--- src/pio_settings.svh ---
`ifndef PIO_SETTINGS_SVH
`define PIO_SETTINGS_SVH

// Number of input pins on the port
`define PIO_WIDTH 8

// clk cycles between two samples of the noise filter
`define PIO_FILTER_DIV 4

// Consecutive differing samples before the filtered level flips
`define PIO_FILTER_COUNT 3

`endif

--- src/pio_axi_pkg.sv ---
`default_nettype none

package pio_axi_pkg;

    localparam int AXIL_ADDR_W = 4;                   // Four word registers
    localparam int AXIL_DATA_W = 32;

    localparam logic [1:0] AXI_RESP_OKAY = 2'b00;

    typedef struct packed {
        logic [AXIL_ADDR_W-1:0]   awaddr;
        logic                     awvalid;
        logic [AXIL_DATA_W-1:0]   wdata;
        logic [AXIL_DATA_W/8-1:0] wstrb;
        logic                     wvalid;
        logic                     bready;
        logic [AXIL_ADDR_W-1:0]   araddr;
        logic                     arvalid;
        logic                     rready;
    } axil_req_t;

    typedef struct packed {
        logic                   awready;
        logic                   wready;
        logic [1:0]             bresp;
        logic                   bvalid;
        logic                   arready;
        logic [AXIL_DATA_W-1:0] rdata;
        logic [1:0]             rresp;
        logic                   rvalid;
    } axil_rsp_t;

endpackage

`default_nettype wire

--- src/pio_reg_pkg.sv ---
`default_nettype none

`include "pio_settings.svh"

package pio_reg_pkg;

    // Byte offsets in the register window
    localparam logic [3:0] REG_DATA    = 4'h0;        // Synchronized pin levels
    localparam logic [3:0] REG_CFG     = 4'h4;
    localparam logic [3:0] REG_MASK    = 4'h8;        // Interrupt mask
    localparam logic [3:0] REG_CAPTURE = 4'hC;        // Sticky edges cleared by writing ones

    // Edge selection codes
    localparam logic [1:0] EDGE_NONE = 2'b00;
    localparam logic [1:0] EDGE_RISE = 2'b01;
    localparam logic [1:0] EDGE_FALL = 2'b10;
    localparam logic [1:0] EDGE_BOTH = 2'b11;

    // Bit 0 is enable, bits 2:1 edge_sel, bit 3 noise_en, bit 4 irq_level
    typedef struct packed {
        logic       irq_level;                        // 1 = level mode
        logic       noise_en;                         // Use filtered path
        logic [1:0] edge_sel;
        logic       enable;
    } pio_cfg_t;

    // Per-pin pulses and level produced by both input paths
    typedef struct packed {
        logic [`PIO_WIDTH-1:0] rise;
        logic [`PIO_WIDTH-1:0] fall;
        logic [`PIO_WIDTH-1:0] level;
    } edge_event_t;

    // Rising and falling parts of an edge_sel code
    function automatic logic sel_has_rise(input logic [1:0] sel);
        return (sel == EDGE_RISE) || (sel == EDGE_BOTH);
    endfunction

    function automatic logic sel_has_fall(input logic [1:0] sel);
        return (sel == EDGE_FALL) || (sel == EDGE_BOTH);
    endfunction

endpackage

`default_nettype wire

--- src/pio_axil_regs.sv ---
`timescale 1ns/1ps
`default_nettype none

`include "pio_settings.svh"

module pio_axil_regs
    import pio_axi_pkg::*;
    import pio_reg_pkg::*;
(
    input  logic                  clk,
    input  logic                  rst_n,
    input  axil_req_t             s_axil_req,
    output axil_rsp_t             s_axil_rsp,
    input  logic [`PIO_WIDTH-1:0] level,
    input  logic [`PIO_WIDTH-1:0] capture,
    output pio_cfg_t              cfg,
    output logic [`PIO_WIDTH-1:0] mask,
    output logic [`PIO_WIDTH-1:0] clr_mask
);

    logic                   wr_ready_q;               // Drives awready and wready
    logic                   b_valid_q;
    logic                   ar_ready_q;
    logic                   r_valid_q;
    logic [AXIL_DATA_W-1:0] r_data_q;
    logic                   wr_go;
    logic                   rd_go;
    logic [AXIL_DATA_W-1:0] rd_word;
    pio_cfg_t               cfg_q;
    logic [`PIO_WIDTH-1:0]  mask_q;

    assign wr_go = wr_ready_q & s_axil_req.awvalid & s_axil_req.wvalid;
    assign rd_go = ar_ready_q & s_axil_req.arvalid;

    // Write channel, AW and W are taken together
    always_ff @(posedge clk or negedge rst_n) begin
        if (!rst_n) begin
            wr_ready_q <= 1'b0;
            b_valid_q  <= 1'b0;
        end else begin
            wr_ready_q <= s_axil_req.awvalid & s_axil_req.wvalid &
                          ~b_valid_q & ~wr_ready_q;
            if (wr_go) begin
                b_valid_q <= 1'b1;
            end else if (s_axil_req.bready) begin
                b_valid_q <= 1'b0;
            end
        end
    end

    always_ff @(posedge clk or negedge rst_n) begin
        if (!rst_n) begin
            cfg_q  <= '0;
            mask_q <= '0;
        end else if (wr_go && s_axil_req.wstrb[0]) begin
            case (s_axil_req.awaddr)
                REG_CFG:  cfg_q  <= pio_cfg_t'(s_axil_req.wdata[$bits(pio_cfg_t)-1:0]);
                REG_MASK: mask_q <= s_axil_req.wdata[`PIO_WIDTH-1:0];
                default: ;                            // Other offsets are read only
            endcase
        end
    end

    // One-cycle clear pulse, capture block drops the bits on this edge
    assign clr_mask = (wr_go && s_axil_req.awaddr == REG_CAPTURE) ?
                      s_axil_req.wdata[`PIO_WIDTH-1:0] : '0;

    always_comb begin
        rd_word = '0;
        case (s_axil_req.araddr)
            REG_DATA:    rd_word[`PIO_WIDTH-1:0]      = level;
            REG_CFG:     rd_word[$bits(pio_cfg_t)-1:0] = cfg_q;
            REG_MASK:    rd_word[`PIO_WIDTH-1:0]      = mask_q;
            REG_CAPTURE: rd_word[`PIO_WIDTH-1:0]      = capture;
            default:     rd_word = '0;
        endcase
    end

    // Read channel
    always_ff @(posedge clk or negedge rst_n) begin
        if (!rst_n) begin
            ar_ready_q <= 1'b0;
            r_valid_q  <= 1'b0;
        end else begin
            ar_ready_q <= s_axil_req.arvalid & ~r_valid_q & ~ar_ready_q;
            if (rd_go) begin
                r_valid_q <= 1'b1;
            end else if (s_axil_req.rready) begin
                r_valid_q <= 1'b0;
            end
        end
    end

    always_ff @(posedge clk) begin
        if (rd_go) begin
            r_data_q <= rd_word;                      // Held until rready
        end
    end

    always_comb begin
        s_axil_rsp         = '0;
        s_axil_rsp.awready = wr_ready_q;
        s_axil_rsp.wready  = wr_ready_q;
        s_axil_rsp.bresp   = AXI_RESP_OKAY;
        s_axil_rsp.bvalid  = b_valid_q;
        s_axil_rsp.arready = ar_ready_q;
        s_axil_rsp.rdata   = r_valid_q ? r_data_q : '0;
        s_axil_rsp.rresp   = AXI_RESP_OKAY;
        s_axil_rsp.rvalid  = r_valid_q;
    end

    assign cfg  = cfg_q;
    assign mask = mask_q;

endmodule

`default_nettype wire

--- src/pio_edge_capture.sv ---
`timescale 1ns/1ps
`default_nettype none

`include "pio_settings.svh"

module pio_edge_capture
    import pio_reg_pkg::*;
(
    input  logic                  clk,
    input  logic                  rst_n,
    input  edge_event_t           raw_ev,
    input  edge_event_t           filt_ev,
    input  pio_cfg_t              cfg,
    input  logic [`PIO_WIDTH-1:0] mask,
    input  logic [`PIO_WIDTH-1:0] clr_mask,
    output logic [`PIO_WIDTH-1:0] capture,
    output logic                  irq
);

    edge_event_t           src_ev;                    // Path chosen by noise_en
    logic [`PIO_WIDTH-1:0] sel_edges;
    logic [`PIO_WIDTH-1:0] set_bits;
    logic [`PIO_WIDTH-1:0] capture_q;
    logic                  irq_q;

    assign src_ev = cfg.noise_en ? filt_ev : raw_ev;

    always_comb begin
        sel_edges = '0;
        if (sel_has_rise(cfg.edge_sel)) begin
            sel_edges = sel_edges | src_ev.rise;
        end
        if (sel_has_fall(cfg.edge_sel)) begin
            sel_edges = sel_edges | src_ev.fall;
        end
    end

    assign set_bits = cfg.enable ? sel_edges : '0;   // Disabled port keeps old bits

    // New edges override a clear landing in the same cycle
    always_ff @(posedge clk or negedge rst_n) begin
        if (!rst_n) begin
            capture_q <= '0;
        end else begin
            capture_q <= (capture_q & ~clr_mask) | set_bits;
        end
    end

    always_ff @(posedge clk or negedge rst_n) begin
        if (!rst_n) begin
            irq_q <= 1'b0;
        end else if (cfg.irq_level) begin
            irq_q <= |(src_ev.level & mask);          // Level mode
        end else begin
            irq_q <= |(capture_q & mask);             // Edge mode
        end
    end

    assign capture = capture_q;
    assign irq     = irq_q;

endmodule

`default_nettype wire

--- src/pio_edge_detector.sv ---
`timescale 1ns/1ps
`default_nettype none

`include "pio_settings.svh"

module pio_edge_detector
    import pio_reg_pkg::*;
(
    input  logic                  clk,
    input  logic                  rst_n,
    input  logic [`PIO_WIDTH-1:0] pins,
    output edge_event_t           raw_ev
);

    logic [`PIO_WIDTH-1:0] sync1;                     // First synchronizer stage
    logic [`PIO_WIDTH-1:0] sync2;
    logic [`PIO_WIDTH-1:0] prev_level;
    logic [`PIO_WIDTH-1:0] rise_q;
    logic [`PIO_WIDTH-1:0] fall_q;

    // Two flops against metastability on the asynchronous pins
    always_ff @(posedge clk or negedge rst_n) begin
        if (!rst_n) begin
            sync1 <= '0;
            sync2 <= '0;
        end else begin
            sync1 <= pins;
            sync2 <= sync1;
        end
    end

    // Third stage compares against the level one cycle back
    always_ff @(posedge clk or negedge rst_n) begin
        if (!rst_n) begin
            prev_level <= '0;
            rise_q     <= '0;
            fall_q     <= '0;
        end else begin
            prev_level <= sync2;
            rise_q     <= sync2 & ~prev_level;        // Low to high
            fall_q     <= ~sync2 & prev_level;        // High to low
        end
    end

    assign raw_ev.rise  = rise_q;
    assign raw_ev.fall  = fall_q;
    assign raw_ev.level = sync2;

endmodule

`default_nettype wire

--- src/pio_glitch_filter.sv ---
`timescale 1ns/1ps
`default_nettype none

`include "pio_settings.svh"

module pio_glitch_filter
    import pio_reg_pkg::*;
(
    input  logic                  clk,
    input  logic                  rst_n,
    input  logic [`PIO_WIDTH-1:0] pins,
    output edge_event_t           filt_ev
);

    localparam int DIV_W = $clog2(`PIO_FILTER_DIV + 1);
    localparam int CNT_W = $clog2(`PIO_FILTER_COUNT + 1);

    logic [`PIO_WIDTH-1:0] sync1;
    logic [`PIO_WIDTH-1:0] sync2;
    logic [DIV_W-1:0]      div_cnt;
    logic                  tick;                      // One sample per divider period
    logic [`PIO_WIDTH-1:0] acc_level;                 // Accepted, debounced level
    logic [`PIO_WIDTH-1:0] rise_q;
    logic [`PIO_WIDTH-1:0] fall_q;
    logic [CNT_W-1:0]      stab_cnt [`PIO_WIDTH];

    // Private synchronizer, the raw path may be tuned separately
    always_ff @(posedge clk or negedge rst_n) begin
        if (!rst_n) begin
            sync1 <= '0;
            sync2 <= '0;
        end else begin
            sync1 <= pins;
            sync2 <= sync1;
        end
    end

    assign tick = (div_cnt == DIV_W'(`PIO_FILTER_DIV - 1));

    always_ff @(posedge clk or negedge rst_n) begin
        if (!rst_n) begin
            div_cnt <= '0;
        end else if (tick) begin
            div_cnt <= '0;
        end else begin
            div_cnt <= div_cnt + 1'b1;
        end
    end

    // A pin must disagree with acc_level on COUNT ticks in a row
    always_ff @(posedge clk or negedge rst_n) begin
        if (!rst_n) begin
            acc_level <= '0;
            rise_q    <= '0;
            fall_q    <= '0;
            for (int i = 0; i < `PIO_WIDTH; i++) begin
                stab_cnt[i] <= '0;
            end
        end else begin
            rise_q <= '0;                             // Pulses last one cycle
            fall_q <= '0;
            for (int i = 0; i < `PIO_WIDTH; i++) begin
                if (tick) begin
                    if (sync2[i] == acc_level[i]) begin
                        stab_cnt[i] <= '0;            // Glitch gone, start over
                    end else if (stab_cnt[i] == CNT_W'(`PIO_FILTER_COUNT - 1)) begin
                        stab_cnt[i]  <= '0;
                        acc_level[i] <= sync2[i];
                        rise_q[i]    <= sync2[i];
                        fall_q[i]    <= ~sync2[i];
                    end else begin
                        stab_cnt[i] <= stab_cnt[i] + 1'b1;
                    end
                end
            end
        end
    end

    assign filt_ev.rise  = rise_q;
    assign filt_ev.fall  = fall_q;
    assign filt_ev.level = acc_level;

endmodule

`default_nettype wire

--- src/pio_top.sv ---
`timescale 1ns/1ps
`default_nettype none

`include "pio_settings.svh"

module pio_top
    import pio_axi_pkg::*;
    import pio_reg_pkg::*;
(
    input  logic                  clk,
    input  logic                  rst_n,
    input  logic [`PIO_WIDTH-1:0] pins,
    input  axil_req_t             s_axil_req,
    output axil_rsp_t             s_axil_rsp,
    output logic                  irq
);

    edge_event_t           raw_ev;                    // Unfiltered path
    edge_event_t           filt_ev;
    pio_cfg_t              cfg;
    logic [`PIO_WIDTH-1:0] mask;
    logic [`PIO_WIDTH-1:0] clr_mask;
    logic [`PIO_WIDTH-1:0] capture;

    pio_edge_detector u_edge_detector (
        .clk    (clk),
        .rst_n  (rst_n),
        .pins   (pins),
        .raw_ev (raw_ev)
    );

    pio_glitch_filter u_glitch_filter (
        .clk     (clk),
        .rst_n   (rst_n),
        .pins    (pins),
        .filt_ev (filt_ev)
    );

    pio_edge_capture u_edge_capture (
        .clk      (clk),
        .rst_n    (rst_n),
        .raw_ev   (raw_ev),
        .filt_ev  (filt_ev),
        .cfg      (cfg),
        .mask     (mask),
        .clr_mask (clr_mask),
        .capture  (capture),
        .irq      (irq)
    );

    // REG_DATA always shows the raw synchronized level
    pio_axil_regs u_axil_regs (
        .clk        (clk),
        .rst_n      (rst_n),
        .s_axil_req (s_axil_req),
        .s_axil_rsp (s_axil_rsp),
        .level      (raw_ev.level),
        .capture    (capture),
        .cfg        (cfg),
        .mask       (mask),
        .clr_mask   (clr_mask)
    );

endmodule

`default_nettype wire

--- config.mk ---
export PLATFORM = sky130hd
export DESIGN_NAME = pio_top
export DESIGN_NICKNAME = d
export VERILOG_FILES = /design/src/pio_axi_pkg.sv /design/src/pio_reg_pkg.sv /design/src/pio_axil_regs.sv /design/src/pio_edge_capture.sv /design/src/pio_edge_detector.sv /design/src/pio_glitch_filter.sv /design/src/pio_top.sv
export VERILOG_INCLUDE_DIRS = /design/src
export SDC_FILE = /design/constraint.sdc
export NUM_CORES = 1
export LEC_CHECK = 0
export BUFFER_PORTS_ARGS = -buffer_cell sky130_fd_sc_hd__buf_2
export CAP_MARGIN = 20
export CORE_ASPECT_RATIO = 1.1
export CORE_MARGIN = 8
export CORE_UTILIZATION = 45
export DETAILED_ROUTE_END_ITERATION = 10
export PLACE_DENSITY = 0.67
export SYNTH_ARGS = -nofsm -noshare
export SYNTH_HDL_FRONTEND = slang
export SYNTH_SLANG_ARGS = --single-unit
--- constraint.sdc ---
create_clock -name clk -period 1.8 [get_ports clk]
set_clock_uncertainty 0.05 [all_clocks]
set_input_delay 0 -clock clk [delete_from_list [all_inputs] [get_ports clk]]
set_output_delay 0 -clock clk [all_outputs]
set_load 0.01 [all_outputs]
==> summary.md <==
| Metric | Value |
|---|---|
| Area grow syn2layout | `24.7%` |
| Synth warnings | `0` |
| First-pass GRT wire length | `16.1 mm` |
| FF+latch count, synth | `117` |
| Worst-skew pair later-pin latency | `0.41 ns` |
| Top cells by area, synth | `dfrtp_1, mux2_2, buf_4, edfxtp_1, a22o_1` |
| Crit path max-delay family | `flip-flops` |
| DR vias/cell | `4.97` |
| Most common cell after layout, fill and taps aside | `dfrtp_1` |
| Most used cell, CP | `a22o_1` |
| Seq. cell area | `2970 um^2` |
| DIE HEIGHT | `127 um` |
| Die area | `14,800 um^2` |
| Post-synthesis sequential area ratio | `58.9%` |
| Worst slack at placement | `0.116 ns` |
| Fmax achieved | `0.591 GHz` |
| PD cells | `1220 nW/um^2` |
| Gpl congestion | `0.808` |
| Startpoint Class | `flop` |
| Vias | `3,164` |
| Wire length per cell | `15.5 um` |
| Yosys top cell area share | `54.1%` |
| Area of the multi-input gates | `1830 um^2` |
| Core area | `10,900 um^2` |
| Final HPWL DP | `6.70 mm` |
| Static leakage | `2.95 nW` |
| Top_reg_cell synth | `dfrtp_1` |
| Ports | `101` |
| Routed Antenna Nets | `0` |
| Antenna diodes | `0` |
| Cell area after layout | `6280 um^2` |
| Post-Syn Area | `5040 um^2` |
| Final min period | `1.69 ns` |
| DRC violation count after routing | `0` |
| Die X | `117 um` |
| Buffers on Ports | `45` |
| CP Cell Sequence | `buf_4 -> mux2_4 -> a22o_1 -> a22o_1` |
| Hold crit path type | `input pin to flop` |
| Placed cell areas | `5380 um^2` |
| Initial antenna violation count | `0` |
| Critical Path Max Stage Delay | `0.50 ns` |
| Overflow after GRT | `0` |
| Fin crit share | `94.1%` |
| Worst Setup Slack, final | `0.107 ns` |
| Critical path class | `flop to flop` |
| Post-synthesis cell type count | `40` |
| Buf/Inv on CP | `1` |
| Layout cells sized above 1 | `29.4%` |
| FP Rows | `40` |
| Number of flops mapped to enable cells by yosys | `8` |
| Status | `finished, final reports clean` |
| Crit path DAT | `1.93 ns` |
| CTS root buf | `clkbuf_16` |
| Max Cap Viol | `0` |
| Syn_area_per_cell | `13.0 um^2` |
| Initial DRC count | `126` |
| Clock slew at reported path FFs | `0.05 ns` |
| Dpl cells | `580` |
| Buffer count from post-CTS setup fixing | `0` |
| Global Route Usage Sum | `14.3%` |
| Largest area contributor in the netlist | `dfrtp_1` |
| Final core occ | `57.6%` |
| Pin count of the biggest net entering global routing | `49` |
| RSZ-0062 raised after global routing | `false` |
| CP Data Required Time | `2.04 ns` |
| Slowest library cell on the worst path | `dfrtp_1` |
| Fill count | `877` |
| Number of global-route vias before repair | `3,175` |
| Fin cells | `637` |
| NumNets Final | `537` |
| Clock Sinks | `117` |
| Initial core utilization | `46.2%` |
| Share of flip-flops with an asynchronous set or reset | `93.2%` |
| CP Capture Type | `flop` |
| CP Max Fanout | `10` |
| Total negative slack | `0 ns` |
| Finish-stage setup viols | `0` |
| Post-Synthesis Cells | `389` |
| WL final | `9.89 mm` |
| Final hold vios | `0` |
| Cts bufs inserted | `17` |
| Router iterations before antenna repair | `4` |
| CTS tree | `built` |
| Maximum root-to-sink buffer count | `2` |
| Commonest non-fill, non-tap cells in the layout | `dfrtp_1, buf_2, mux2_2, nand2_1, conb_1` |
| Final Max Tran Viols | `0` |
| H-tree depth | `4` |
| Worst vdd ir | `573 uV` |
synthesized netlist by cell type, drive strengths merged (8+ instances only):
cell and count:
nor3b 17, nand3 8, nand2 33, edfxtp 8, and2 10, nor2 15, nor2b 23, a22o 20
mux2 44, o21ai 12, buf 40, dfrtp 109
worst paths after layout:
path	start	end	slack [ns]	cells after the start
setup / recovery	u_axil_regs.cfg[3]	u_edge_capture.capture[6]	0.11	4
hold / removal	s_axil_req[3]	u_axil_regs.r_data_q[2]	0.02	3
setup reg to reg	u_axil_regs.cfg[3]	u_edge_capture.capture[6]	0.11	4
min in group asynchronous	rst_n	u_edge_detector.prev_level[2]	0.50	3
max in group asynchronous	rst_n	u_axil_regs.r_valid_q	0.49	4
hold reg to reg	u_glitch_filter.sync1[4]	u_glitch_filter.sync2[4]	0.29	0
stage by stage:
step                      total power, W  hold WS [ns]
after CTS                        0.00771       0.00588
after floorplan                  0.00375        -0.346
final                            0.00764        0.0199
after global placement           0.00393        -0.119
after detailed placement         0.00397        -0.111
after global routing             0.00797        0.0411
registers in the layout, indices dropped and copies added (netlist names):
register / count
u_glitch_filter.stab_cnt: 16
u_axil_regs.mask: 8
u_axil_regs.r_data_q: 8
u_edge_capture.capture: 8
u_edge_detector.fall_q: 8
u_edge_detector.prev_level: 8
u_edge_detector.rise_q: 8
u_glitch_filter.acc_level: 8
u_glitch_filter.fall_q: 8
u_glitch_filter.rise_q: 8
u_glitch_filter.sync1: 8
u_glitch_filter.sync2: 8
u_axil_regs.cfg: 5
u_glitch_filter.div_cnt: 3
u_axil_regs.ar_ready_q: 1
u_axil_regs.b_valid_q: 1
u_axil_regs.r_valid_q: 1
u_axil_regs.wr_ready_q: 1
u_edge_capture.irq: 1
per-layer routing:
metal / up-vias / wire length, um / GRT usage, %
met4: 0 / 130 / 6.41
met3: 10 / 797 / 4.48
li1: 1489 / - / -
met2: 95 / 4800 / 22.6
met5: - / 0 / 0
met1: 1570 / 4160 / 17.6
repair_timing:
item                                   CTS  global route
gates resized for setup                  0             1
endpoints found under the hold margin  142             0
hold buffers                            25             0
setup endpoints to repair                0             8
worst min-delay path, stage by stage:
cell and delay (ns):
buf_2 0.07, or2_2 0.18, nor2b_1 0.06
layout make-up:
cell class                      count  share of cell area, %
Tap cell                          147                   2.93
Sequential cell                   117                   47.3
Clock buffer                       22                   7.55
Multi-Input combinational cell    251                   29.2
Inverter                            2                  0.120
Timing Repair Buffer               88                   10.2
Clock inverter                     10                   2.79
cells by family after synthesis:
logic type               Yosys count  synth area share [%]
AO/OA/AOI/OAI                     46                  6.85
XOR/XNOR                           8                  1.39
adder cells (fa/ha/maj)            1                 0.248
buffers and inverters             48                  6.75
flip-flops                       117                  58.9
multiplexers                      52                  13.1
other                              1                0.0744
AND/OR/NAND/NOR                  116                  12.7
where the power goes:
group	leakage (nW)	switching [W]	total [W]	internal, W
logic	1.13	0.000318	0.000715	0.000397
clock network	0.324	0.00111	0.00366	0.00255
registers	1.49	0.000294	0.00326	0.00297
total	2.95	0.00172	0.00764	0.00592
Note: power is estimated with default switching activity, not from simulation.
